File: src/common/fsa_pkg.sv
`default_nettype none

package fsa_pkg;

	localparam int PIXEL_W = 8;
	localparam int IMG_HW = 12;
	localparam int IMG_WW = 12;

	// travels with each pixel through stages 0 to 3
	typedef struct packed {
		logic [PIXEL_W-1:0] pixel;
		logic [IMG_WW-1:0] x;
		logic [IMG_HW-1:0] y;
		logic first_col;
		logic last_col;
		logic first_row;
		logic last_row;
		logic frame_last;
		logic valid;
	} pix_ctl_t;

	// one column's state as kept in the column memory
	typedef struct packed {
		logic black;
		logic val_outer;
		logic [IMG_HW-1:0] top_outer;
		logic [IMG_HW-1:0] bot_outer;
		logic val_inner;
		logic [IMG_HW-1:0] top_inner;
		logic [IMG_HW-1:0] bot_inner;
	} col_state_t;

	typedef struct packed {
		logic any_outer;
		logic [IMG_WW-1:0] x_min;
		logic [IMG_WW-1:0] x_max;
		logic [IMG_HW-1:0] y_min;
		logic [IMG_HW-1:0] y_max;
		logic [IMG_WW:0] inner_cols;
	} frame_sum_t;

endpackage

`default_nettype wire

File: src/fsa_core/fsa_col_update.sv
`timescale 1ns/1ps
`default_nettype none

module fsa_col_update #(
	parameter int PIXEL_W = fsa_pkg::PIXEL_W,
	parameter int IMG_WW = fsa_pkg::IMG_WW
) (
	input wire clk,
	input wire resetn,
	input wire [PIXEL_W-1:0] i_ref,
	input wire fsa_pkg::pix_ctl_t i_ctl,
	input wire fsa_pkg::col_state_t i_rd_state,
	output logic o_wr_en,
	output logic [IMG_WW-1:0] o_wr_addr,
	output fsa_pkg::col_state_t o_wr_state,
	output logic o_wr_last_row,
	output logic o_wr_frame_end
);

	fsa_pkg::pix_ctl_t s3_ctl;
	logic s3_black;
	fsa_pkg::col_state_t s3_rd;
	fsa_pkg::col_state_t nxt;

	// stage 3 thresholds the pixel and border rows never count as black
	always_ff @(posedge clk) begin
		if (!resetn) begin
			s3_ctl <= '0;
			s3_black <= 1'b0;
		end else begin
			s3_ctl <= i_ctl;
			s3_black <= !(i_ctl.first_row || i_ctl.last_row) && (i_ctl.pixel < i_ref);
		end
	end

	// read data lands together with the stage 3 word
	always_ff @(posedge clk) begin
		s3_rd <= i_rd_state;
	end

	always_comb begin
		if (s3_ctl.first_row) begin
			// old frame's state is discarded
			nxt = '0;
			nxt.black = s3_black;
			if (s3_black) begin
				nxt.val_outer = 1'b1;
				nxt.bot_outer = s3_ctl.y;
			end
		end else begin
			nxt = s3_rd;
			nxt.black = s3_black;
			if (s3_black) begin
				nxt.val_outer = 1'b1;
				nxt.bot_outer = s3_ctl.y;
				if (!s3_rd.val_outer)
					nxt.top_outer = s3_ctl.y;
				// black again after a gap in the outer span
				if (s3_rd.val_outer && !s3_rd.black) begin
					nxt.val_inner = 1'b1;
					nxt.bot_inner = s3_ctl.y;
				end
				if (s3_rd.black && !s3_rd.val_inner)
					nxt.top_inner = s3_ctl.y;
			end
		end
	end

	// stage 4 writes the new state back
	always_ff @(posedge clk) begin
		if (!resetn) begin
			o_wr_en <= 1'b0;
			o_wr_last_row <= 1'b0;
			o_wr_frame_end <= 1'b0;
		end else begin
			o_wr_en <= s3_ctl.valid;
			o_wr_last_row <= s3_ctl.valid & s3_ctl.last_row;
			o_wr_frame_end <= s3_ctl.valid & s3_ctl.frame_last;
		end
	end

	always_ff @(posedge clk) begin
		if (s3_ctl.valid) begin
			o_wr_addr <= s3_ctl.x;
			o_wr_state <= nxt;
		end
	end

endmodule

`default_nettype wire

File: config.mk
export PLATFORM = sky130hd
export DESIGN_NAME = fsa_col_update
export DESIGN_NICKNAME = d
export VERILOG_FILES = /design/src/common/fsa_pkg.sv /design/src/fsa_core/fsa_col_update.sv
export SDC_FILE = /design/constraint.sdc
export NUM_CORES = 1
export LEC_CHECK = 0
export BUFFER_PORTS_ARGS = -buffer_cell sky130_fd_sc_hd__buf_2
export CAP_MARGIN = 10
export CORE_MARGIN = 2
export CORE_UTILIZATION = 49
export DETAILED_ROUTE_END_ITERATION = 10
export GPL_TIMING_DRIVEN = 0
export HOLD_SLACK_MARGIN = 0.08
export PLACE_DENSITY = 0.83
export REMOVE_ABC_BUFFERS = 1
export SLEW_MARGIN = 20
export SYNTH_ARGS = -nofsm -noshare
export SYNTH_HDL_FRONTEND = slang
export SYNTH_SLANG_ARGS = --single-unit
File: constraint.sdc
create_clock -name clk -period 3.1 [get_ports clk]
set_input_delay 0.155 -clock clk [delete_from_list [all_inputs] [get_ports clk]]
set_output_delay 0.155 -clock clk [all_outputs]
set_load 0.03 [all_outputs]
* Word-level counts from Yosys, hierarchy flattened *
Cells that the tools add are included.

storage, ports and cells
  register bits = 146
  latch bits = 0
  bits in writable memories = 0
  ROM bits = 0
  input bits = 99
  output and inout port bits = 66
  logic and storage cells = 43
  memories kept = 0

cells by class
  add/sub/neg operators = 0
  $mul = 0
  divide/modulo/power cells = 0
  order comparisons = 1
  equal/unequal tests = 0
  shift operators = 0
  muxes and demuxes = 8
  bitwise operators = 2
  reduce and logical (&&, ||, !) cells = 7

operators by type and width
  cell                count
  50-bit two-way mux  2
  12-bit two-way mux  4
  8-bit < comparator  1
  1-bit logical AND   3
  1-bit zero test     3
  1-bit AND           2
  1-bit two-way mux   2
  1-bit logical OR    1

* Logic depth before layout (Yosys ltp) *
  depth in word-level cells = 5
  mapped depth = 6
  mapped depth without buffers = 6

* Worst setup path after synthesis *
No wires, ideal clock.

  kind = register -> register
  from = register s3_ctl[0] in the netlist's numbering
  to = register o_wr_frame_end
  setup time = 69 ps
  arrival time = 2097 ps
  data required time = 3031 ps
  slack = 934 ps
  stages on the path, launching flop included = 2
  buffers on the path = 0
  clock period less this slack = 2166 ps
  cell sequence = dfxtp_1 -> and3_2

on the way
  word-level cells in the longest chain between the ends = 1

ends and longest elaborated chain
  item                      RTL line              source
  start: declaration        fsa_col_update.sv:20  fsa_pkg::pix_ctl_t s3_ctl;
  start signal: assignment  fsa_col_update.sv:31  s3_ctl <= i_ctl;
  1-bit AND                 fsa_col_update.sv:78  o_wr_frame_end <= s3_ctl.valid & s3_ctl.frame_last;
  end signal: assignment    fsa_col_update.sv:78
  end: declaration          fsa_col_update.sv:17  output logic o_wr_frame_end

No other way between the ends.
A chain may end at the register's enable or synchronous reset.

* Final worst setup path *
  from = register s3_black
  to = register o_wr_state[9] in the netlist's numbering (data pin)

on the way
  word-level cells in the longest chain between the ends = 1

ends and longest elaborated chain
  item                      RTL line              source
  start: declaration        fsa_col_update.sv:21  logic s3_black;
  start signal: assignment  fsa_col_update.sv:32  s3_black <= !(i_ctl.first_row || i_ctl.last_row) && (i_ctl.pixel < i_ref);
  50-bit two-way mux        fsa_col_update.sv:53  if (s3_black) begin
  end signal: assignment    fsa_col_update.sv:85  o_wr_state <= nxt;
  end: declaration          fsa_col_update.sv:15  output fsa_pkg::col_state_t o_wr_state,

No other way between the ends.

==> impl_metrics.toml <==
[run_status]
outcome = "complete, no violations"

[routing]
post_drt_wl_per_cell_um = 16.3
wirelength_um = 12100
drcViolationCount = 0
ant_nets = 0
vias = 3601
drt-pass1-iter-count = 5
vias_per_cell = 4.84
drt_iter0_markers = 139

[synth]
syn-instance-count = 353
yosysWarnings = 0
synth_area_per_cell_um2 = 13.2
yosysTopAreaCellShare = 0.406
synth.distinct_cells = 31
synth.largest_area_cell = "edfxtp_1"
synth_area_um2 = 4660
ys_top_cells_by_area = "edfxtp_1 41%, dfxtp_1 36%, nand2_1 6.1%, and2_1 3.9%, a21oi_1 3.9%"
ys_ff_latch = 146
synth.yosys.seq_area_share = 0.762

[finish]
fin_nets = 708
final_cell_mix = "162 x buf_2, 82 x dlygate4sd3_1, 81 x dfxtp_1"
drive_gt1_frac = 0.332
n_antenna_cell = 0
area_delta_synth_final_pct = 49.8
final_common_cell = "buf_2"
instances_no_fill = 744
fillers = 572
seqCellArea_um2 = 3560
multi_input_area_um2 = 993

[die]
core_area_um2 = 9240
die_area_um2 = 10300
die_w_um = 102
row_count = 35
die_h_um = 102
initial_core_util = 0.505
ioPinCount = 165

[timing]
tns_ns = 0
hold_viol_final = 0
setup_slack_ns = 0.877
skew_ns = 0.00903
setup_viol = 0
finalCritPeriodShare = 0.717
fmax_mhz = 450
worst_pin_slew_ns = 0.868
grt_setup_unrepaired = "no"
slew_headroom = 0.419
slew_viol_final = 0
layout_min_cycle_time_ns = 2.22

[worst_setup_path]
crit_arrival_ns = 2.57
crit_path_end_kind = "register"
crit_type = "register to register"
startpoint_type = "register"
cp_max_fo = 21
cp.required_ns = 3.45

[global_route]
grt_pass1_vias = 3880
grt_first_pass_wirelength_um = 18800
antenna_found_initial = 0
grt_use_total = 0.248
grt_overflow = 0
grt_max_degree = 42

[job]
max_cap_viol_count = 0

[power_and_ir_drop]
peakVddDrop_v = 0.000312
power.density_nw_per_um2 = 657
p_leak_uw = 0.00303

[clock_network]
ctsHoldBuffers = 82
ctsResizeCount = 0
numCtsBuffers = 17
tritoncts = "done"
cts.sinks = 146
clock_path_buffers = 2
post_cts_buffers = 0
h-tree-depth = 4
clock_insertion_delay_worst_skew_ns = 0.51
cts-root-buf = "clkbuf_8"
path_clk_slew_ns = 0.06

[place]
placed_cells = 630
gp_congestion = 0.748
place.port_buffers = 162
dp_slack_ns = 0.901
dp_hpwl_um = 6840

[min_path]
min-delay-path-class = "input port to register"
==> registers in the layout (all words and copies together), names as in the netlist <==
signal          count
o_wr_addr          12
o_wr_en             1
o_wr_frame_end      1
o_wr_last_row       1
o_wr_state         51
s3_black            1
s3_ctl             28
s3_rd              51
==> metal layers <==
metal  wire length, µm  GRT usage  vias to the layer above
li1                  -          -                     1703
met1              4490      0.274                     1674
met2              6510      0.443                      198
met3               845     0.0621                       26
met4               267      0.117                        0
met5                 0          0                        -
==> final timing paths <==
check	depth (start not counted)	slack [ns]	to	startpoint
max	4	0.88	o_wr_state[9]$_SDFFCE_PP0P_	s3_black$_SDFF_PN0_
max reg2reg	4	0.88	o_wr_state[9]$_SDFFCE_PP0P_	s3_black$_SDFF_PN0_
min reg2reg	0	0.40	o_wr_addr[8]$_DFFE_PP_	s3_ctl[26]$_SDFF_PN0_
min	2	0.12	s3_ctl[0]$_SDFF_PN0_	resetn
==> area by class of cell <==
cell class,count,area share
repair buffers,246,0.239
multi-input cells,183,0.142
inverters,8,0.00430
clock inverters,14,0.0220
clock buffers,18,0.0598
flip-flops and latches,146,0.509
well taps,129,0.0231
==> critical path: stages (launching register included) <==
cell and delay, ns:
dfxtp_1 0.87, nand2_1 0.15, nor2_1 0.70, nand2_1 0.14, a21oi_1 0.19
==> per-stage QoR <==
| step | power (µW) | utilization | area, µm² | hold WS (ns) |
|---|---|---|---|---|
| 2_1_floorplan | 2420 | - | 4580 | 0.183 |
| 3_3_place_gp | 2570 | 0.601 | 5550 | 0.257 |
| 3_5_place_dp | 2580 | 0.605 | 5590 | 0.259 |
| 4_1_cts | 4610 | 0.756 | 6990 | 0.111 |
| 5_1_grt | 4770 | 0.756 | 6990 | 0.152 |
| 6_report | 4590 | 0.756 | 6990 | 0.124 |
==> cell families after synthesis <==
kind of cell,after synthesis,share of synthesized area
flops,146,0.762
fa+ha+maj,7,0.0188
compound gates,55,0.0719
buf+inv,24,0.0252
simple gates,121,0.122
==> synthesized netlist by cell type, drive strengths merged <==
master	instances
edfxtp	63
nor2	5
clkbuf	7
o21ai	2
o21a	1
or4b	1
a22o	10
a211oi	2
and2b	1
buf	9
dfxtp	83
ha	7
and2	29
or2	2
and3	2
a21o	1
o211ai	1
a21oi	36
or3b	1
nand2	77
a31oi	1
o2111ai	1
inv	8
nand2b	3
==> report_power, final <==
group	internal (µW)	switching [µW]
sequential	2130	55.9
clock	1160	798
combinational	200	249
Note: power is estimated with default switching activity, not from simulation.
