$ cat config.mk
export PLATFORM = sky130hd
export DESIGN_NAME = fsa_result
export DESIGN_NICKNAME = d
export VERILOG_FILES = /design/src/common/fsa_pkg.sv /design/src/hw/fsa_result.sv
export SDC_FILE = /design/constraint.sdc
export NUM_CORES = 1
export LEC_CHECK = 0
export BUFFER_PORTS_ARGS = -buffer_cell sky130_fd_sc_hd__buf_2
export CAP_MARGIN = 5
export CORE_MARGIN = 5
export CORE_UTILIZATION = 35
export CTS_CLUSTER_DIAMETER = 40
export DETAILED_ROUTE_END_ITERATION = 7
export PLACE_DENSITY_LB_ADDON = 0.3
export SETUP_SLACK_MARGIN = 0.2
export SLEW_MARGIN = 10
export SYNTH_ARGS = -nofsm -noshare
export SYNTH_HDL_FRONTEND = slang
export SYNTH_SLANG_ARGS = --single-unit
$ cat constraint.sdc
create_clock -name clk -period 3.2 [get_ports clk]
set_clock_uncertainty 0.15 [all_clocks]
set_input_delay 0.16 -clock clk [delete_from_list [all_inputs] [get_ports clk]]
set_output_delay 0.16 -clock clk [all_outputs]
set_load 0.02 [all_outputs]
$ cat src/common/fsa_pkg.sv
`default_nettype none

package fsa_pkg;

	localparam int PIXEL_W = 8;
	localparam int IMG_HW = 12;
	localparam int IMG_WW = 12;

	// travels with each pixel through stages 0 to 3
	typedef struct packed {
		logic [PIXEL_W-1:0] pixel;
		logic [IMG_WW-1:0] x;
		logic [IMG_HW-1:0] y;
		logic first_col;
		logic last_col;
		logic first_row;
		logic last_row;
		logic frame_last;
		logic valid;
	} pix_ctl_t;

	// one column's state as kept in the column memory
	typedef struct packed {
		logic black;
		logic val_outer;
		logic [IMG_HW-1:0] top_outer;
		logic [IMG_HW-1:0] bot_outer;
		logic val_inner;
		logic [IMG_HW-1:0] top_inner;
		logic [IMG_HW-1:0] bot_inner;
	} col_state_t;

	typedef struct packed {
		logic any_outer;
		logic [IMG_WW-1:0] x_min;
		logic [IMG_WW-1:0] x_max;
		logic [IMG_HW-1:0] y_min;
		logic [IMG_HW-1:0] y_max;
		logic [IMG_WW:0] inner_cols;
	} frame_sum_t;

endpackage

`default_nettype wire

$ cat src/hw/fsa_result.sv
`timescale 1ns/1ps
`default_nettype none

module fsa_result #(
	parameter int IMG_WW = fsa_pkg::IMG_WW
) (
	input wire clk,
	input wire resetn,
	input wire i_wr_en,
	input wire [IMG_WW-1:0] i_wr_addr,
	input wire fsa_pkg::col_state_t i_wr_state,
	input wire i_wr_last_row,
	input wire i_wr_frame_end,
	output logic o_sum_valid,
	output fsa_pkg::frame_sum_t o_sum
);

	fsa_pkg::frame_sum_t run;
	fsa_pkg::frame_sum_t fold;

	// running summary with the current column folded in
	always_comb begin
		fold = run;
		if (i_wr_state.val_outer) begin
			fold.any_outer = 1'b1;
			// columns arrive in ascending order
			fold.x_max = i_wr_addr;
			if (!run.any_outer) begin
				fold.x_min = i_wr_addr;
				fold.y_min = i_wr_state.top_outer;
				fold.y_max = i_wr_state.bot_outer;
			end else begin
				if (i_wr_state.top_outer < run.y_min)
					fold.y_min = i_wr_state.top_outer;
				if (i_wr_state.bot_outer > run.y_max)
					fold.y_max = i_wr_state.bot_outer;
			end
		end
		if (i_wr_state.val_inner)
			fold.inner_cols = run.inner_cols + 1'b1;
	end

	always_ff @(posedge clk) begin
		if (!resetn) begin
			run <= '0;
			o_sum_valid <= 1'b0;
		end else begin
			o_sum_valid <= i_wr_en & i_wr_frame_end;
			if (i_wr_en && i_wr_frame_end)
				run <= '0;
			else if (i_wr_en && i_wr_last_row)
				run <= fold;
		end
	end

	always_ff @(posedge clk) begin
		if (i_wr_en && i_wr_frame_end)
			o_sum <= fold;
	end

endmodule

`default_nettype wire

**Word level (Yosys, flattened, before mapping)**

Cells that the tools add are included.

- Flip-flop bits (word level): 125
- Input port bits: 68
- Output and inout bits: 63
- Logic and storage cells: 27

- Bitwise logic cells: 2
- Add/subtract/negate cells: 1
- Reductions and logical operators: 3
- Magnitude comparators: 2
- Mux-type cells: 6

Operators by type and width:

| operator | number |
|---|---|
| $mux W49 | 1 |
| $mux W12 | 3 |
| $mux W24 | 1 |
| $add A13 B1 Y13 const B | 1 |
| $mux W13 | 1 |
| $gt A12 B12 Y1 | 1 |
| $lt A12 B12 Y1 | 1 |
| $logic_and A1 B1 Y1 | 2 |
| $reduce_or A2 Y1 | 1 |
| $and A1 B1 Y1 | 1 |
| $not A1 Y1 | 1 |

**Depth between registers and ports, before layout**

Gate-level depths: netlist (run 1).

- Depth after elaboration: 4
- Gate-level depth with buffers: 9
- Mapped depth without buffers: 7

**Least setup slack after synthesis (run 1)**

OpenSTA, ideal clock, no wires.

- Path type: in2reg
- Start point: input i_wr_frame_end
- End point: register run[15] in the netlist's numbering
- Buffers on the path: 2
- Stages: 7
- Required time: 2.916 ns
- Slack: 0.349 ns
- Data arrival time: 2.567 ns
- Setup time: 0.134 ns
- Cells stage by stage: and2_1 -> nor2b_1 -> clkbuf_1 -> nand3_1 -> clkbuf_1 -> a311o_1 -> o211ai_1

- Cells in the longest elaborated chain, start to end: 2

RTL lines:

| element | RTL line | text |
|---|---|---|
| from (decl) | fsa_result.sv:13 | `input wire i_wr_frame_end,` |
| $logic_and A1 B1 Y1 | fsa_result.sv:49 | `if (i_wr_en && i_wr_frame_end)` |
| $reduce_or A2 Y1 (no line) | n/a |  |
| to (signal assigned) | fsa_result.sv:52 | `run <= fold;` |
| to (decl) | fsa_result.sv:18 | `fsa_pkg::frame_sum_t run;` |

Every way passes these cells.
A chain may end at the register's enable or synchronous reset.

==> results of run 1 <==
-- per-stage QoR --
| step | hold slack (ns) | util [%] |
|---|---|---|
| 2_1_floorplan | 0.146 | - |
| 3_3_place_gp | 0.276 | 39.8 |
| 3_5_place_dp | 0.282 | 39.8 |
| 4_1_cts | 0.151 | 45.4 |
| 5_1_grt | 0.174 | 45.4 |
| 6_report | 0.170 | 45.4 |
-- power by group --
group	total, W	switching [W]	internal (W)
clock	0.00199	0.000732	0.00125
sequential	0.00179	0.0000294	0.00176
combinational	0.000527	0.000312	0.000216
total	0.00430	0.00107	0.00323
-- flip-flops by register name (all words and copies together), names as in the netlist --
name         cells
run             62
o_sum_valid      1
o_sum           62
-- worst reg2reg max path: cells and delay by family (launching register included) --
family / cells / cell delay (ns)
AO/OA/AOI/OAI: 1 / 0.09
adder cells (fa/ha/maj): 1 / 0.30
buffers and inverters: 1 / 0.08
flip-flops: 1 / 0.36
AND/OR/NAND/NOR: 4 / 1.54
-- cell type report --
type                    count  area (µm²)  share of cell area (%)
inverters                  36         135                    1.66
repair buffers            167        1090                    13.4
clock inverters            12         163                    2.00
flip-flops and latches    125        3120                    38.4
well taps                 229         287                    3.52
multi-input cells         435        2890                    35.5
clock buffers              20         447                    5.49
-- path summary, 6_finish.rpt --
check,startpoint,to,slack (ns)
setup / recovery,i_wr_state[35],o_sum[17],0.38
hold / removal,i_wr_last_row,run[55],0.17
setup reg to reg,run[23],o_sum[17],0.38
hold reg to reg,run[44],run[44],0.30
-- Yosys cell counts (13+ instances only) --
| library cell | instances | area (µm²) |
|---|---|---|
| nand2_1 | 101 | 379 |
| dfxtp_1 | 63 | 1260 |
| edfxtp_1 | 62 | 1860 |
| nor2_1 | 41 | 154 |
| inv_1 | 36 | 135 |
| a21oi_1 | 35 | 175 |
| mux2_2 | 27 | 304 |
| clkbuf_1 | 25 | 93.8 |
| ha_1 | 24 | 300 |
| nand3_1 | 19 | 95.1 |
| nor3_1 | 18 | 90.1 |
| o21ai_0 | 16 | 80.1 |
| nor4_1 | 13 | 81.3 |
| o211ai_1 | 13 | 97.6 |
| xor2_1 | 13 | 114 |
-- what timing repair did --
action | CTS | global route
buffers inserted | 0 | 0
resized for setup | 0 | 1
hold endpoints to repair | 75 | 0
endpoints found under the setup margin | 0 | 1
hold buffers | 39 | 0
-- per-layer routing --
metal	vias to the layer above	wire [µm]	track usage [%]
met5	-	0	0
met4	0	136	4.96
met3	11	838	3.74
met2	123	8020	26.9
met1	2455	7160	20.3
li1	2589	-	-
-- logic make-up (layout without fill, tap and decap cells) --
logic type	count (synthesis)	in the layout	share of synthesized area, %
and+or+nand+nor	228	228	17.0
AOI/OAI and AO/OA	112	112	11.7
muxes	49	49	9.08
adders and majority gates	24	24	4.75
xor gates and xnor gates	22	22	3.05
buffers and inverters	77	235	5.01
DFF	125	125	49.4
==> flow_summary.toml, run 1 <==
[status]
status = "finished, final reports clean"

[cells_and_area]
area_delta_synth_final_pct = 28.6
final_cells = 1024
nets = 874
design_area_um2 = 8130
layout_commonest_cell = "buf_2"
mostFrequentLayoutCells = "buf_2 (105), nand2_1 (101), dfxtp_1 (63)"
num-fill-cells = 1735
drive_gt1_share_pct = 25.8
insertedDiodeCount = 0

[power]
power_density_nw_per_um2 = 529
power_w = 0.00430
ir_drop_uv = 341
leakage_nw = 3.16

[place]
hpwl_um = 10500
gp_congestion = 0.783
place_inst = 953
post-place-ws_ns = 0.404
numPortBuffers = 105
placed_area_um2 = 7130

[yosys]
synth-main-ff-cell = "dfxtp_1"
synthesis.nets = 729
syn_inst = 637
ys_types = 49
synth-edff-count = 62
ys_ff_latch = 125
synth_seq_area_share_pct = 49.4
avgSynthCellArea_um2 = 9.93
synth.cell_area_um2 = 6320
ys_warn_count = 0
synth_async_sr_flop_share_pct = 0

[worst_setup_path]
reg2reg_depth = 7
end_kind = "flop"
crit_chain = "dlygate4sd3_1 -> buf_2 -> ha_1 -> and4_1 -> nand4_4 -> nand3_1 -> o21ai_0 -> or4_1"
cp-start-kind = "primary input"
worstSetupPathType = "primary input to flop"
critPathArrivalTime_ns = 2.80
crit_fanout = 26
critical-path-top-delay-family = "simple AND/OR/NAND/NOR gates"
path_buf_inv = 2
worst_path_max_delay_cell = "or4_1"
max_stage_delay_ns = 0.58
crit_cells = 8
required_ns = 3.18

[timing]
setup_ws_ns = 0.381
grt_setup_unrepaired = "false"
finalCritPeriodShare_pct = 88.1
slew_viol_final = 0
period_minus_slack_ns = 2.82
setup_viol = 0
setup_tns_ns = 0
timing_hold_violations_final = 0
slew_headroom_pct = 43.1
tightest_slew_ns = 0.854
max_freq_ghz = 0.355

[clock_network]
clk_pin_slew_worst_paths_ns = 0.06
cts-buffers-inserted = 17
clk_latency_ns = 0.41
cts_root_buf = "clkbuf_16"
clock_path_buffers = 2
htree_num_levels = 4
cts.sinks = 125
tritoncts = "done"

[global_routing]
grt_pass1_vias = 5045
grt_pass1_wl_um = 26000
grt_max_degree = 63
antenna_found_initial = 0
grt-ovfl-total = 0
grtUsageTotal_pct = 15.9

[detailed_routing]
wl_per_cell_um = 15.8
drtIter0Drc = 426
ant_nets = 0
first_pass_iters = 4
drc_errors = 0
vias = 5178
wirelength_um = 16200
viasPerCell = 5.06

[min_path]
min_path_type = "primary input to flop"
hold_depth = 5

[floorplan]
fp.dieArea_um2 = 20900
start_util_pct = 35.3
io_pins = 131
die_h_um = 144
rows = 49
die_w_um = 144
core_um2 = 17900

[flow_run]
cap_violations = 0
(Power assumes the default switching activity.)
==> run 2, diff against run 1 <==
--- a/config.mk
+++ b/config.mk
@@ -7,8 +7,9 @@
 export LEC_CHECK = 0
 export BUFFER_PORTS_ARGS = -buffer_cell sky130_fd_sc_hd__buf_2
 export CAP_MARGIN = 5
-export CORE_MARGIN = 5
-export CORE_UTILIZATION = 35
+export CELL_PAD_IN_SITES_DETAIL_PLACEMENT = 1
+export CELL_PAD_IN_SITES_GLOBAL_PLACEMENT = 2
+export CORE_UTILIZATION = 34
 export CTS_CLUSTER_DIAMETER = 40
 export DETAILED_ROUTE_END_ITERATION = 7
 export PLACE_DENSITY_LB_ADDON = 0.3
==> run 2 against run 1 <==
  * The flow now finishes with violations (design-rule violations)
  * Die area down 8.2%
  * First-iteration DRC count down 25%
  * Fmax down 0.17%
  * Combinational power up 4%
  * Sequential share of layout area about the same
  * Clock-buffer cell count unchanged
  * Critical path type is now flop to flop
  * Largest power group unchanged
  * Core utilization down 0.48 points
  * Sequential power about the same
  * Final area about the same
  * Largest cell class unchanged
  * Flip-flop and latch count unchanged
  * Wire length up 15%
==> flow_summary.toml, run 2 (synthesis results as in run 1) <==
[place]
gp_congestion = 0.807
placed_area_um2 = 7130
hpwl_um = 11600
post-place-ws_ns = 0.363
numPortBuffers = 105

[cells_and_area]
nets = 874
layout_commonest_cell = "buf_2"
drive_gt1_share_pct = 25.7
design_area_um2 = 8130
num-fill-cells = 2045
mostFrequentLayoutCells = "buf_2 (105), nand2_1 (101), dfxtp_1 (63)"
reg.largest.list = "o_sum (62), run (62), o_sum_valid (1)"
insertedDiodeCount = 0
area_delta_synth_final_pct = 28.6

[timing]
setup_ws_ns = 0.376
setup_viol = 0
grt_setup_unrepaired = "false"
slew_viol_final = 0
finalCritPeriodShare_pct = 88.2
slew_headroom_pct = 41.6
tightest_slew_ns = 0.876
max_freq_ghz = 0.354
timing_hold_violations_final = 0
setup_tns_ns = 0
period_minus_slack_ns = 2.82

[status]
violations = "design-rule violations"
status = "complete, but fails checks"

[global_routing]
grtUsageTotal_pct = 20.0
grt_pass1_wl_um = 29900
grt-ovfl-total = 0
antenna_found_initial = 0
grt_pass1_vias = 5727
grt_max_degree = 63

[clock_network]
cts-buffers-inserted = 17
clock_path_buffers = 2
htree_num_levels = 4
cts_root_buf = "clkbuf_16"
ctsResizeCount = 0
clk_pin_slew_worst_paths_ns = 0.06
clk_latency_ns = 0.43
tritoncts = "done"
cts.sinks = 125

[worst_setup_path]
cp-start-kind = "flop"
r2r_slack_ns = 0.38
crit_chain = "inv_1 -> ha_1 -> and2_4 -> a221o_1 -> nand2_2 -> o21ai_0 -> or4_1"
critPathArrivalTime_ns = 2.82
crit_fanout = 21
required_ns = 3.20
max_stage_delay_ns = 0.58
critical-path-top-delay-family = "simple AND/OR/NAND/NOR gates"
worst_path_max_delay_cell = "or4_1"
path_buf_inv = 1
end_kind = "flop"
worstSetupPathType = "flop to flop"

[power]
combPwrFrac_pct = 12.7
p_clk_share_pct = 46.0
power_w = 0.00432
p_int_w = 0.00321
switching_share_pct = 25.8
switchingPower_w = 0.00111
power_density_nw_per_um2 = 532
pwr-share-seq_pct = 41.4
ir_drop_uv = 379
leakage_nw = 3.16

[detailed_routing]
vias = 5451
viasPerCell = 5.32
drc_errors = 14
first_pass_iters = 7
drtIter0Drc = 321
ant_nets = 0
wirelength_um = 18500
wl_per_cell_um = 18.1

[min_path]
min_path_type = "primary input to flop"

[floorplan]
io_pins = 131
core_um2 = 18100
fp.dieArea_um2 = 19100
die_h_um = 138
rows = 49
die_w_um = 138
start_util_pct = 35.0

[flow_run]
cap_violations = 0
run 2: power groups by stage:
stage	clock network (W)	logic, W	registers, W
2_1_floorplan	0	0.000267	0.00187
3_3_place_gp	0	0.000489	0.00182
3_5_place_dp	0	0.000506	0.00182
4_1_cts	0.00203	0.000548	0.00179
5_1_grt	0.00210	0.000597	0.00180
6_report	0.00199	0.000547	0.00179
run 2: path summary, 6_finish.rpt:
path         cells past startpoint           from         to
max reg2reg                      7        run[20]  o_sum[14]
max                              7        run[20]  o_sum[14]
min                              5  i_wr_last_row     run[1]
min reg2reg                      2        run[40]    run[40]
run 2: worst register-to-register path: stages (launching register included):
cell and delay (ns):
dfxtp_1 0.38, inv_1 0.09, ha_1 0.29, and2_4 0.19, a221o_1 0.34, nand2_2 0.37, o21ai_0 0.16, or4_1 0.58
run 2: cell type report:
class | instances | area, µm² | area share, %
inverters | 36 | 135 | 1.66
flip-flops and latches | 125 | 3120 | 38.4
well taps | 229 | 287 | 3.53
multi-input cells | 436 | 2900 | 35.7
repair buffers | 166 | 1080 | 13.3
clock buffers | 20 | 437 | 5.37
clock inverters | 12 | 163 | 2.00
run 2: through the flow:
step | hold slack (ns) | cells | utilization [%]
6_report | 0.171 | 1024 | 44.9
5_1_grt | 0.184 | 1024 | 44.9
4_1_cts | 0.158 | 1023 | 44.9
3_5_place_dp | 0.283 | 952 | 39.4
3_3_place_gp | 0.269 | 952 | 39.4
2_1_floorplan | 0.146 | 637 | -
run 2: what timing repair did:
item,CTS,global route
setup buffers,0,0
endpoints found under the setup margin,0,11
endpoints found under the hold margin,75,0
hold buffers,39,0
run 2: metal layers:
layer	GRT usage, %	part of all wire (%)	routed length (µm)	vias up
li1	-	-	-	2583
met1	24.2	44	8220	2701
met2	34.4	50	9210	148
met3	5.65	4.8	885	19
met4	6.33	1.3	237	0
met5	0	0	0	-
==> run 3, diff against run 2 <==
--- a/config.mk
+++ b/config.mk
@@ -7,9 +7,7 @@
 export LEC_CHECK = 0
 export BUFFER_PORTS_ARGS = -buffer_cell sky130_fd_sc_hd__buf_2
 export CAP_MARGIN = 5
-export CELL_PAD_IN_SITES_DETAIL_PLACEMENT = 1
-export CELL_PAD_IN_SITES_GLOBAL_PLACEMENT = 2
-export CORE_UTILIZATION = 34
+export CORE_UTILIZATION = 35
 export CTS_CLUSTER_DIAMETER = 40
 export DETAILED_ROUTE_END_ITERATION = 7
 export PLACE_DENSITY_LB_ADDON = 0.3
==> run 3 against run 2 <==
  * The run now ends clean
  * Critical endpoint is now o_sum[18]
  * Critical path type unchanged
  * Highest routed layer unchanged
  * Worst hold slack got worse by 0.0049 ns
  * Final area rose by 0.71%
  * Total power rose by 4.1%
  * Via count fell by 4.4%
  * Die area fell by 2.8%
  * Sequential power barely moved
==> flow_summary.toml, run 3 (synthesis results as in run 1) <==
[global_routing]
grt_pass1_wl_um = 25800
antenna_found_initial = 0
grtUsageTotal_pct = 18.1
grt-ovfl-total = 0
grt_max_degree = 63
grt_pass1_vias = 4978

[cells_and_area]
reg.largest.list = "o_sum (62), run (62), o_sum_valid (1)"
mostFrequentLayoutCells = "buf_2 (105), nand2_1 (101), dfxtp_1 (63)"
area_delta_synth_final_pct = 29.5
design_area_um2 = 8190
layout_commonest_cell = "buf_2"
drive_gt1_share_pct = 25.9
nets = 874
insertedDiodeCount = 0

[worst_setup_path]
cp-endpoint = "o_sum[18]"
r2r_slack_ns = 0.38
worstSetupPathType = "flop to flop"
reg2reg_to = "o_sum[18]"
reg2reg_depth = 7
end_kind = "flop"
r2r-start = "run[23]"
crit_fanout = 26
cp-start-kind = "flop"
required_ns = 3.19
critPathArrivalTime_ns = 2.81
cp-startpoint = "run[23]"

[detailed_routing]
top_layer = "met4"
wl_met3_um = 949
vias = 5209
wl_met1_um = 7300
wl_per_cell_um = 15.5
drc_errors = 0
viasPerCell = 5.11
wirelength_um = 15800
drtIter0Drc = 352
first_pass_iters = 5
wl_met2_um = 7300
ant_nets = 0

[clock_network]
clk_pin_slew_worst_paths_ns = 0.06
clk_latency_ns = 0.42
cts_setup_buffers = 0
cts-buffers-inserted = 17
cts.sinks = 125
tritoncts = "done"
htree_num_levels = 4
clock_path_buffers = 2
cts_root_buf = "clkbuf_16"
ctsResizeCount = 0
cts_hold_repair.buffers = 39

[timing]
finalCritPeriodShare_pct = 88.1
tightest_slew_ns = 0.881
grt_setup_unrepaired = "false"
timing_hold_violations_final = 0
slew_headroom_pct = 41.3
max_freq_ghz = 0.355
setup_viol = 0
setup_tns_ns = 0
slew_viol_final = 0
whs_ns = 0.166
period_minus_slack_ns = 2.82

[power]
power_w = 0.00450
ir_drop_uv = 362
leakage_nw = 3.20
power_density_nw_per_um2 = 549

[status]
status = "finished, final reports clean"

[min_path]
min_path_type = "primary input to flop"

[floorplan]
fp.dieArea_um2 = 18600
io_pins = 131
core_um2 = 17500
rows = 48
die_w_um = 136
die_h_um = 136
start_util_pct = 36.2

[place]
gp_congestion = 0.813
hpwl_um = 10100
placed_area_um2 = 7120
numPortBuffers = 105

[flow_run]
cap_violations = 0
-- run 3: cell types whose count changed in the layout (fill, tap and decap cells not counted), moves of 2 or more --
cell	change
clkbuf_1	-3
bufinv_16	+2
clkinv_4	+2
clkinvlp_4	-2
-- run 3: power breakdown --
group | internal [W] | switching (W)
clock | 0.00142 | 0.000761
combinational | 0.000217 | 0.000311
sequential | 0.00176 | 0.0000291
total | 0.00340 | 0.00110
-- run 3: cell type report --
type | count | area (µm²)
well taps | 225 | 282
repair buffers | 167 | 1090
clock buffers | 18 | 439
clock inverters | 14 | 231
fillers | 1671 | 9290
inverters | 36 | 135
flip-flops and latches | 125 | 3120
multi-input cells | 435 | 2890
-- run 3: critical path, stage by stage, from the launching register on --
cell	delay [ns]
dfxtp_1	0.38
inv_1	0.08
ha_1	0.31
and4_1	0.31
nand4_4	0.39
nand3_1	0.26
o21ai_0	0.08
or4_1	0.57
-- run 3: worst min-delay path by stage --
stage / slack (ns) / start / cells past startpoint / end
4_1_cts: 0.15 / i_wr_last_row / 5 / run[53]
5_1_grt: 0.19 / i_wr_last_row / 5 / run[52]
3_3_place_gp: 0.27 / i_wr_frame_end / 2 / o_sum_valid
6_report: 0.17 / i_wr_last_row / 5 / run[53]
2_1_floorplan: 0.15 / i_wr_addr[0] / 2 / run[37]
3_5_place_dp: 0.28 / i_wr_frame_end / 2 / o_sum_valid
-- run 3: per-stage QoR --
stage | setup WS, ns | util, % | instances
after floorplan | 0.349 | - | 637
after global placement | 0.426 | 40.8 | 949
after detailed placement | 0.405 | 40.8 | 949
after CTS | 0.398 | 46.8 | 1020
after global routing | 0.249 | 46.8 | 1020
final | 0.382 | 46.8 | 1020
-- run 3: routing by layer --
metal / global-route usage, % / vias to the layer above
li1: - / 2585
met5: 0 / -
met4: 6.73 / 0
met1: 24.5 / 2422
met3: 3.95 / 21
met2: 28.0 / 181
