==> src/common/fsa_pkg.sv <==
`default_nettype none

package fsa_pkg;

	localparam int PIXEL_W = 8;
	localparam int IMG_HW = 12;
	localparam int IMG_WW = 12;

	// travels with each pixel through stages 0 to 3
	typedef struct packed {
		logic [PIXEL_W-1:0] pixel;
		logic [IMG_WW-1:0] x;
		logic [IMG_HW-1:0] y;
		logic first_col;
		logic last_col;
		logic first_row;
		logic last_row;
		logic frame_last;
		logic valid;
	} pix_ctl_t;

	// one column's state as kept in the column memory
	typedef struct packed {
		logic black;
		logic val_outer;
		logic [IMG_HW-1:0] top_outer;
		logic [IMG_HW-1:0] bot_outer;
		logic val_inner;
		logic [IMG_HW-1:0] top_inner;
		logic [IMG_HW-1:0] bot_inner;
	} col_state_t;

	typedef struct packed {
		logic any_outer;
		logic [IMG_WW-1:0] x_min;
		logic [IMG_WW-1:0] x_max;
		logic [IMG_HW-1:0] y_min;
		logic [IMG_HW-1:0] y_max;
		logic [IMG_WW:0] inner_cols;
	} frame_sum_t;

endpackage

`default_nettype wire

==> src/fsa_core/fsa_pos_stage.sv <==
`timescale 1ns/1ps
`default_nettype none

module fsa_pos_stage #(
	parameter int PIXEL_W = fsa_pkg::PIXEL_W,
	parameter int IMG_HW = fsa_pkg::IMG_HW,
	parameter int IMG_WW = fsa_pkg::IMG_WW
) (
	input wire clk,
	input wire resetn,
	input wire i_valid,
	input wire [PIXEL_W-1:0] i_data,
	input wire i_sof,
	input wire i_eol,
	input wire [IMG_HW-1:0] i_height,
	output logic o_rd_en,
	output logic [IMG_WW-1:0] o_rd_addr,
	output fsa_pkg::pix_ctl_t o_ctl
);

	fsa_pkg::pix_ctl_t s0;
	fsa_pkg::pix_ctl_t s1;
	logic [IMG_HW-1:0] height_m1;

	assign height_m1 = i_height - 1'b1;

	// stage 0 holds the position counters
	always_ff @(posedge clk) begin
		if (!resetn) begin
			s0 <= '0;
		end else if (i_valid) begin
			s0.valid <= 1'b1;
			s0.pixel <= i_data;
			s0.last_col <= i_eol;
			s0.last_row <= 1'b0;
			s0.frame_last <= 1'b0;
			// s0.last_col still holds the previous beat's eol here
			if (i_sof || s0.last_col) begin
				s0.x <= '0;
				s0.first_col <= 1'b1;
			end else begin
				s0.x <= s0.x + 1'b1;
				s0.first_col <= 1'b0;
			end
			if (i_sof) begin
				s0.y <= '0;
				s0.first_row <= 1'b1;
			end else if (s0.last_col) begin
				s0.y <= s0.y + 1'b1;
				s0.first_row <= 1'b0;
			end
		end else begin
			s0.valid <= 1'b0;
		end
	end

	// column read goes out straight from stage 0
	assign o_rd_en = s0.valid;
	assign o_rd_addr = s0.x;

	// stage 1 adds the last row flag
	always_ff @(posedge clk) begin
		if (!resetn) begin
			s1 <= '0;
		end else begin
			s1 <= s0;
			s1.last_row <= (s0.y == height_m1);
		end
	end

	// stage 2 marks the last pixel of the frame
	always_ff @(posedge clk) begin
		if (!resetn) begin
			o_ctl <= '0;
		end else begin
			o_ctl <= s1;
			o_ctl.frame_last <= s1.last_col & s1.last_row;
		end
	end

endmodule

`default_nettype wire

==> config.mk <==
export PLATFORM = sky130hd
export DESIGN_NAME = fsa_pos_stage
export DESIGN_NICKNAME = d
export VERILOG_FILES = /design/src/common/fsa_pkg.sv /design/src/fsa_core/fsa_pos_stage.sv
export SDC_FILE = /design/constraint.sdc
export NUM_CORES = 1
export LEC_CHECK = 0
export BUFFER_PORTS_ARGS = -buffer_cell sky130_fd_sc_hd__buf_2
export CORE_MARGIN = 2
export CORE_UTILIZATION = 45
export CTS_CLUSTER_DIAMETER = 30
export DETAILED_ROUTE_END_ITERATION = 12
export HOLD_SLACK_MARGIN = 0.15
export PLACE_DENSITY = 0.75
export SLEW_MARGIN = 5
export SYNTH_ARGS = -nofsm -noshare
export SYNTH_HDL_FRONTEND = slang
export SYNTH_SLANG_ARGS = --single-unit
==> constraint.sdc <==
create_clock -name clk -period 2.21 [get_ports clk]
set_clock_uncertainty 0.15 [all_clocks]
set_input_delay 0.442 -clock clk [delete_from_list [all_inputs] [get_ports clk]]
set_output_delay 0.442 -clock clk [all_outputs]
set_load 0.01 [all_outputs]
# Word-level counts from Yosys, hierarchy flattened
# Index checks and enable logic that the tools add are counted.
[totals]
ff_bits = 111
inputBits = 25
output_inout_bits = 51
[classes]
n_addsub = 3
eq_ne = 1
n_mux = 7
n_bitwise = 1
reduce_logical = 3
[ops]
columns = ["op", "count"]
rows = [
  ["$mux 12", 3],
  ["$add 12x1->12 const B", 2],
  ["$eq 12x12->1", 1],
  ["$sub 12x1->12 const B", 1],
  ["$mux 1", 4],
  ["$reduce_and 2->1", 1],
  ["$reduce_bool 2->1", 1],
  ["$and 1x1->1", 1],
  ["$logic_or 1x1->1", 1],
]

# Logic depth before layout (Yosys ltp)
# Gate-level depths: netlist of the first run.
[logic_depth]
depth_word = 3
depth_mapped = 8
mapped_depth_nobuf = 8

# Worst setup path before layout of the first run
# OpenSTA, ideal clock, no wires.
[synth_path]
path_type = "input to register"
start = "in i_height[3]"
end = "reg s1[2] (netlist name)"
setup_ns = 0.103
arrival_ns = 1.753
path_slack_ns = 0.204
path_stages = 5
n_path_buf = 0
cell_sequence = "or4_4 nor4_4 o21ai_1 a21o_1 a2111oi_2"
[synth_between]
elab_chain_cells = 2
[synth_lines]
columns = ["item", "line", "rtl"]
rows = [
  ["from (decl)", "fsa_pos_stage.sv:15", "input wire [IMG_HW-1:0] i_height,"],
  ["$sub 12x1->12", "fsa_pos_stage.sv:25", "assign height_m1 = i_height - 1'b1;"],
  ["$eq 12x12->1", "fsa_pos_stage.sv:67", "s1.last_row <= (s0.y == height_m1);"],
  ["to (decl)", "fsa_pos_stage.sv:22", "fsa_pkg::pix_ctl_t s1;"],
]
# No other way between the ends.
# A chain may end at the register's enable or synchronous reset.

# Worst setup path in the final report of the first run
[layout_path]
start = "in i_height[0]"
end = "reg s1[2] (netlist name)"
# The elaborated chain is that of the path after synthesis.

==> impl_metrics.tcl, run 1 <==
set metrics [dict create \
    drtIter0Drc 64 \
    synth_flop_cell "dfxtp_1" \
    grt_util_all_layers 0.148 \
    cp_top_family "compound AO/OA/AOI/OAI gates" \
    via_per_inst 4.79 \
    startpoint "i_height[0]" \
    design.die.area_mm2 0.00955 \
    synthesis.area_mm2 0.00395 \
    fmax_ghz 0.534 \
    ir_worst_vdd_v 0.000290 \
    switching_power_uw 836 \
    cellLeakagePower_uw 0.00204 \
    cts_tree "built" \
    place_congestion 0.787 \
    wl_um 6910 \
    hpwl_um 4910 \
    diodes 0 \
    clockRootBuffer "clkbuf_8" \
    hold_depth 3 \
    drtPass1Iterations 4 \
    power.density_mw_per_mm2 745 \
    grt_max_degree 45 \
    fin_crit_ns 1.87 \
    grt_pass1_wl_um 11500 \
    syn2layout_area_growth_pct 15.2 \
    drtAntennaViolNets 0 \
    clock_latency_ns 0.36 \
    drive_above_1_share 0.227 \
    sw_frac_of_total 0.247 \
    htree_levels 3 \
    yosysTopAreaCellShare 0.562 \
    num_rows 34 \
    die_w_um 97.7 \
    clockPowerShare 0.345 \
    coreArea_mm2 0.00864 \
    clkSinkCount 111 \
    fill_cells 800 \
    total_power_uw 3390 \
    post-route-period-util 0.848 \
    critPathKind "input pin to flop" \
    path_cells "buf_2, inv_1, ha_1, and2b_1, nor3_1, a21oi_1, o21ai_0, o2111ai_1, a2111oi_2" \
    cts_made_buffers 9 \
    reg2reg_setup_slack_ns 0.36 \
    rsz0062_at_grt "no" \
    synth_top_area_cell "dfxtp_1" \
    cp_data_required_time_ns 2.33 \
    slowest_stage "a2111oi_2" \
    antenna_found_initial 0 \
    post_cts_buffers 0 \
    cp_num_buf_inv 2 \
    path_max_fanout 7 \
    hold_path_class "input pin to flop" \
    cts_buffer_depth 2 \
    worstSetupPathDepth 9 \
    io-pin-count 76 \
    power_frac_comb 0.052 \
    p_int_uw 2550 \
    synth_nets 412 \
    critical_path_arrival_ns 2.00 \
    synthCells 384 \
    drcViolationCount 0 \
    p_seq_frac 0.603 \
    status "finished clean" \
    ys_seq_area_frac 0.562 \
    design_area_mm2 0.00455 \
    yosysWarnings 0 \
    grt_pass1_vias 2526 \
    cp-end-kind "flop" \
    cts_hold_buf 0 \
    start_util 0.458 \
    vias 2689 \
    cap_violations 0 \
    setup_viol 0 \
    finalNetCount 476 \
    hold_viol 0 \
    ctsResizeCount 0 \
    path_clk_slew_ns 0.11 \
    dpl-instance-area_mm2 0.00436 \
    synth_edf_count 0 \
    ys_ff_latch 111 \
    ff2ff_path_depth 6 \
    syn_avg_cell_area_um2 10.3 \
    synth_cell_types 37 \
    max_slew_margin 0.713 \
    crit_path_end "s1[2]$_SDFF_PN0_" \
    r2r_start "s0[17]$_SDFFE_PN0P_" \
    cp-start-kind "input pin" \
    cp_slowest_stage_delay_ns 0.34 \
    rr_endpoint "s1[2]$_SDFF_PN0_" \
    die_h_um 97.7 \
    maxSlewViolCount 0 \
    tightest_slew_ns 0.427 \
    portBuffers 75 \
    synthArstFlopShare 0 \
    synthTopCellsByArea "dfxtp_1, and2_1, xor2_1" \
    drt-wirelength-per-cell_um 12.3 \
    gr-total-overflow 0 \
]
[tightest hold or removal path: stages]
cell and delay [ns]:
buf_2 0.07, mux2i_1 0.05, nor2b_1 0.10
[cell type report]
type	instances	area [um2]	share of cell area
sequential	111	2220	0.488
clock buffer	9	124	0.0272
clock inverter	7	71.3	0.0157
tap	108	135	0.0297
timing repair buffer	81	420	0.0923
inverter	3	11.3	0.00247
multi-input combinational	242	1570	0.345
[cell usage in the layout (no fill, tap or decap), types with 8 or more instances in the layout]
master      n
dfxtp_1   111
and2_1     75
buf_2      75
nor2_1     29
xor2_1     24
nand2_1    18
nor2b_1    13
mux2i_1     9
nand3_1     9
xnor2_1     9
clkbuf_8    9
and3_1      8
[sequential cells by signal, indices dropped and copies added, names as in the netlist]
signal,count
s1,37
o_ctl,38
s0,23
o_rd_addr,12
o_rd_en,1
[cell usage after synthesis, types with 2 or more instances]
cell type and n:
buf_4 12, o21ai_1 7, inv_1 2, nor3_1 6, clkbuf_1 15, nor2_1 29
a21oi_1 5, and2_1 75, or3_1 2, and3_1 8, a21o_1 2, xor2_1 24
a21boi_1 2, nand3_1 9, ha_1 3, nand4_1 6, nor4_1 2, dfxtp_1 111
xnor2_1 9, mux2i_1 9, nor2b_1 13, nand2_1 18
[metal layers]
layer | up-vias | track usage | share of wire
met5 | - | 0 | 0
met4 | 0 | 0.0694 | 0.021
li1 | 1353 | - | -
met2 | 85 | 0.233 | 0.45
met1 | 1239 | 0.195 | 0.47
met3 | 12 | 0.0317 | 0.056
[power by group through the flow]
stage                     Combinational, uW  Sequential [uW]  Clock (uW)
after floorplan                         107             2090           0
after global placement                  172             2090           0
after detailed placement                178             2090           0
after CTS                               178             2050        1210
after global routing                    197             2050        1290
final                                   176             2050        1170
[worst min path at each step]
stage	start	slack, ns	to
6_report	i_data[1]	0.18	s0[31]$_SDFFE_PN0P_
5_1_grt	i_data[5]	0.19	s0[35]$_SDFFE_PN0P_
3_5_place_dp	s1[37]$_SDFF_PN0_	0.27	o_ctl[37]$_SDFF_PN0_
2_1_floorplan	s1[0]$_SDFF_PN0_	0.26	o_ctl[0]$_SDFF_PN0_
3_3_place_gp	s1[36]$_SDFF_PN0_	0.26	o_ctl[36]$_SDFF_PN0_
4_1_cts	i_data[3]	0.16	s0[33]$_SDFFE_PN0P_
[through the flow]
step	hold slack (ns)	utilization	instances	setup TNS, ns	worst slack (ns)
global route	0.189	0.527	561	0	0.136
finish	0.180	0.527	561	0	0.336
global placement	0.265	0.505	545	0	0.0359
detailed placement	0.267	0.505	545	-0.0365	-0.0365
floorplan	0.262	-	384	0	0.204
CTS	0.161	0.527	561	0	0.352
[logic make-up (layout without fill, tap and decap cells)]
logic type,Yosys count,count (layout),synth area share
simple gates,173,173,0.246
flops,111,111,0.562
xor+xnor,34,34,0.0801
buf+inv,31,100,0.0408
compound gates,22,22,0.0361
mux,10,10,0.0256
fa+ha+maj,3,3,0.00950
No activity file was read; power rests on OpenSTA's default activity.
==> run 2, diff against run 1 <==
--- a/config.mk
+++ b/config.mk
@@ -5,6 +5,7 @@
 export SDC_FILE = /design/constraint.sdc
 export NUM_CORES = 1
 export LEC_CHECK = 0
+export ABC_AREA = 1
 export BUFFER_PORTS_ARGS = -buffer_cell sky130_fd_sc_hd__buf_2
 export CORE_MARGIN = 2
 export CORE_UTILIZATION = 45
==> constraint.sdc (replaced) <==
create_clock -name clk -period 2 [get_ports clk]
set_clock_uncertainty 0.15 [all_clocks]
set_input_delay 0.4 -clock clk [delete_from_list [all_inputs] [get_ports clk]]
set_output_delay 0.4 -clock clk [all_outputs]
set_load 0.01 [all_outputs]
==> impl_metrics.tcl, run 2 <==
set metrics [dict create \
    io-pin-count 76 \
    fill_cells 808 \
    cp_data_required_time_ns 2.14 \
    cts_tree "built" \
    drtAntennaViolNets 0 \
    synth_flop_cell "dfxtp_1" \
    status "finished clean" \
    synth_edf_count 0 \
    start_util 0.468 \
    final_util 0.550 \
    ff2ff_path_depth 7 \
    drtIter0Drc 95 \
    drcViolationCount 0 \
    dpl-instance-area_mm2 0.00452 \
    multi_input_area_mm2 0.00130 \
    cts_buffer_depth 2 \
    cts_made_buffers 9 \
    clkSinkCount 111 \
    die_w_um 99.4 \
    grt_util_all_layers 0.171 \
    design_area_mm2 0.00482 \
    hold_path_class "input pin to flop" \
    hold_viol 0 \
    num_rows 34 \
    max_slew_margin 0.747 \
    largest_reg_flops 38 \
    ys_ff_latch 111 \
    yosys-top-cells-count "nand2_1, inv_1, dfxtp_1, nor2_1, a21oi_1" \
    reg.largest.list "o_ctl: 38 flops, s1: 37 flops, s0: 23 flops" \
    finalNetCount 630 \
    cap_violations 0 \
    yosysTopAreaCellShare 0.542 \
    synth_nets 550 \
    critPathKind "input pin to flop" \
    portBuffers 75 \
    die_h_um 99.4 \
    tightest_slew_ns 0.379 \
    rsz0062_at_grt "no" \
    synthTopCellsByArea "dfxtp_1, nand2_1, inv_1" \
    diodes 0 \
    setup_viol 0 \
    worstHoldStart "i_valid" \
    cellLeakagePower_uw 0.00281 \
    htree_levels 3 \
    drive_above_1_share 0.194 \
    hpwl_um 5780 \
    synth_top_area_cell "dfxtp_1" \
    post-route-period-util 0.864 \
    grt_pass1_vias 3088 \
    vias 3241 \
    fin_crit_ns 1.73 \
    final_cells 715 \
    r2r_start "o_rd_addr[0]$_SDFFE_PN0P_" \
    synth.most_common_cell "nand2_1" \
    final-seq-area_mm2 0.00222 \
    grt_pass1_wl_um 13400 \
    startpoint "i_sof" \
    top_register "o_ctl" \
    design.die.area_mm2 0.00989 \
    synthCells 522 \
    dp.cells 689 \
    grt_max_degree 21 \
    cp-end-kind "flop" \
    ctsResizeCount 0 \
    coreArea_mm2 0.00876 \
    synth_cell_types 35 \
    layout_commonest_cell "nand2_1" \
    syn_avg_cell_area_um2 7.85 \
    setup_tns_ns 0 \
    drt-wirelength-per-cell_um 11.1 \
    final_cell_mix "nand2_1, inv_1, dfxtp_1" \
    critical_path_arrival_ns 1.87 \
    ir_worst_vdd_v 0.000326 \
    path_clk_slew_ns 0.10 \
    antenna_found_initial 0 \
    ys_seq_area_frac 0.542 \
    wl_um 7930 \
    synthesis.area_mm2 0.00410 \
    post_cts_buffers 0 \
    via_per_inst 4.53 \
    fmax_ghz 0.579 \
    gr-total-overflow 0 \
    power.density_mw_per_mm2 789 \
    hold_depth 2 \
    cp-start-kind "input pin" \
    clockRootBuffer "clkbuf_8" \
    syn2layout_area_growth_pct 17.5 \
    place_congestion 0.876 \
    clock_latency_ns 0.37 \
    drtPass1Iterations 4 \
    yosysWarnings 0 \
    maxSlewViolCount 0 \
    synthArstFlopShare 0 \
    path_max_fanout 5 \
]
[run 2: cell count changes in the layout (fill, tap and decap cells not counted), moves of 10 or more]
cell           previous run  this run
a21oi_1                   5        17
and2_1                   75         0
dlygate4sd3_1             0        10
inv_1                     2       118
nand2_1                  18       139
nor2b_1                  13         0
o21ai_0                   1        15
o22ai_1                   0        10
xor2_1                   24         5
[run 2: per-stage QoR]
stage | hold WS (ns) | setup slack, ns | total power [uW]
2_1_floorplan | 0.240 | 0.483 | 2460
3_3_place_gp | 0.243 | 0.263 | 2540
3_5_place_dp | 0.245 | 0.183 | 2550
4_1_cts | 0.197 | 0.264 | 3830
5_1_grt | 0.208 | 0.144 | 3980
6_report | 0.209 | 0.272 | 3800
[run 2: worst paths after layout]
path         slack (ns)                          to
max reg2reg        0.32  o_rd_addr[10]$_SDFFE_PN0P_
min                0.21          s0[5]$_SDFFE_PN0P_
min reg2reg        0.27        o_ctl[24]$_SDFF_PN0_
max                0.27   o_rd_addr[4]$_SDFFE_PN0P_
[run 2: cell families after synthesis]
group	after synthesis	share of synthesized area
simple gates	210	0.226
buf+inv	142	0.141
flops	111	0.542
compound gates	49	0.0660
xor+xnor	7	0.0150
fa+ha+maj	3	0.00916
[run 2: per-layer routing]
| layer | up-vias | part of all wire | global-route usage |
|---|---|---|---|
| li1 | 1706 | - | - |
| met1 | 1441 | 0.46 | 0.204 |
| met2 | 81 | 0.47 | 0.292 |
| met3 | 13 | 0.056 | 0.0520 |
| met4 | 0 | 0.014 | 0.0590 |
| met5 | - | 0 | 0 |
[run 2: power breakdown]
part / switching [uW] / internal [uW]
sequential: 18.3 / 2260
clock: 806 / 482
combinational: 143 / 94.8
[run 2: critical path, cell delays in order]
cell and delay [ns]:
dlygate4sd3_1 0.54, buf_2 0.15, nor2_2 0.17, nor2_4 0.07
nor2_1 0.16, inv_1 0.15, nor3_1 0.22
[run 2: area by class of cell]
cell class                      instances  area share
Inverter                              120      0.0935
Clock inverter                          7      0.0140
Clock buffer                            9      0.0257
Multi-Input combinational cell        269       0.269
Sequential cell                       111       0.461
Timing Repair Buffer                   91       0.108
Tap cell                              108      0.0281
[run 2: timing repair]
item,in CTS,in global routing
hold endpoints to repair,10,0
endpoints found under the setup margin,0,0
hold buffers,10,0
==> run 3, diff against run 2 <==
--- a/config.mk
+++ b/config.mk
@@ -5,7 +5,6 @@
 export SDC_FILE = /design/constraint.sdc
 export NUM_CORES = 1
 export LEC_CHECK = 0
-export ABC_AREA = 1
 export BUFFER_PORTS_ARGS = -buffer_cell sky130_fd_sc_hd__buf_2
 export CORE_MARGIN = 2
 export CORE_UTILIZATION = 45
==> impl_metrics.tcl, run 3 (synthesis gave the netlist of run 1 again) <==
set metrics [dict create \
    die_h_um 97.7 \
    p_int_uw 2950 \
    post-route-period-util 0.933 \
    drive_above_1_share 0.239 \
    whs_ns 0.169 \
    path_clk_slew_ns 0.11 \
    cts_made_buffers 9 \
    clock_latency_ns 0.36 \
    hpwl_um 4900 \
    grt_max_degree 44 \
    cp-start-kind "flop" \
    vias 2705 \
    clkSinkCount 111 \
    syn2layout_area_growth_pct 18.9 \
    htree_levels 3 \
    power_frac_comb 0.056 \
    grt_util_all_layers 0.149 \
    ctsResizeCount 0 \
    gr-total-overflow 0 \
    place_congestion 0.791 \
    num_rows 34 \
    largest_reg_flops 38 \
    portBuffers 75 \
    status "finished clean" \
    diodes 0 \
    die_w_um 97.7 \
    start_util 0.458 \
    top_register "o_ctl" \
    fin_crit_ns 1.87 \
    final_cells 576 \
    fmax_ghz 0.536 \
    cellLeakagePower_uw 0.00212 \
    reg.largest.list "o_ctl: 38 flops, s1: 37 flops, s0: 23 flops" \
    sw_frac_of_total 0.232 \
    rsz0062_at_grt "no" \
    setup_viol 0 \
    clockPowerShare 0.357 \
    clockRootBuffer "clkbuf_8" \
    coreArea_mm2 0.00864 \
    finalNetCount 491 \
    maxSlewViolCount 0 \
    drcViolationCount 0 \
    post_cts_buffers 0 \
    cts_buffer_depth 2 \
    critPathKind "flop to flop" \
    design.die.area_mm2 0.00955 \
    drtIter0Drc 55 \
    final_cell_mix "dfxtp_1, and2_1, buf_2" \
    p_seq_frac 0.587 \
    critical_path_arrival_ns 1.99 \
    grt_pass1_wl_um 11600 \
    path_max_fanout 4 \
    cap_violations 0 \
    cp-end-kind "flop" \
    layout_commonest_cell "dfxtp_1" \
    grt_pass1_vias 2583 \
    drtPass1Iterations 4 \
    switching_power_uw 895 \
    drtAntennaViolNets 0 \
    hold_viol 0 \
    max_slew_margin 0.736 \
    io-pin-count 76 \
    cp_data_required_time_ns 2.12 \
    ir_worst_vdd_v 0.000373 \
    tightest_slew_ns 0.395 \
    dp.cells 554 \
    via_per_inst 4.70 \
    drt-wirelength-per-cell_um 11.9 \
    antenna_found_initial 0 \
    power.density_mw_per_mm2 819 \
    wl_um 6850 \
    post-place-ws_ns -0.182 \
    hold_path_class "input pin to flop" \
    setup_slack_ns 0.135 \
    cts_hold_buf 6 \
    cts_tree "built" \
]
## run 3: power groups by stage
stage          sequential [uW]  clock, uW  combinational [uW]
6_report                  2260       1370                 216
4_1_cts                   2260       1430                 219
2_1_floorplan             2310          0                 119
3_3_place_gp              2310          0                 202
3_5_place_dp              2310          0                 209
5_1_grt                   2260       1500                 243
## run 3: critical path, cell delays in order, from the launching register on
cell and delay [ns]:
dfxtp_1 0.51, xnor2_4 0.18, xor2_1 0.17, and3_1 0.17
o21ai_1 0.07, a21o_1 0.20, a2111oi_2 0.34
## run 3: layout make-up
class,instances,area (um2)
Tap cell,108,135
Clock buffer,9,124
Fill cell,783,3940
Timing Repair Buffer,96,548
Multi-Input combinational cell,242,1570
Sequential cell,111,2220
Inverter,3,11.3
Clock inverter,7,88.8
## run 3: path summary, 6_finish.rpt
kind                                        endpoint  slack (ns)           startpoint  cells after the start
worst min register to register  o_ctl[35]$_SDFF_PN0_        0.29    s1[35]$_SDFF_PN0_                      1
worst min-delay path              s0[4]$_SDFFE_PN0P_        0.17                i_eol                      3
worst max register to register      s1[2]$_SDFF_PN0_        0.13  s0[17]$_SDFFE_PN0P_                      6
worst max-delay path                s1[2]$_SDFF_PN0_        0.13  s0[17]$_SDFFE_PN0P_                      6
## run 3: metrics by stage
step	power (uW)	setup TNS (ns)	area, um2	util
floorplan	2430	0	3950	-
global placement	2510	-0.141	4430	0.512
detailed placement	2520	-0.182	4430	0.512
CTS	3910	0	4700	0.544
global route	4010	0	4700	0.544
finish	3850	0	4700	0.544
## run 3: layer usage
| layer | GRT usage | vias up | wire length (um) |
|---|---|---|---|
| met1 | 0.194 | 1243 | 3290 |
| met3 | 0.0410 | 11 | 379 |
| li1 | - | 1382 | - |
| met2 | 0.234 | 69 | 3050 |
| met5 | 0 | - | 0 |
| met4 | 0.0609 | 0 | 125 |
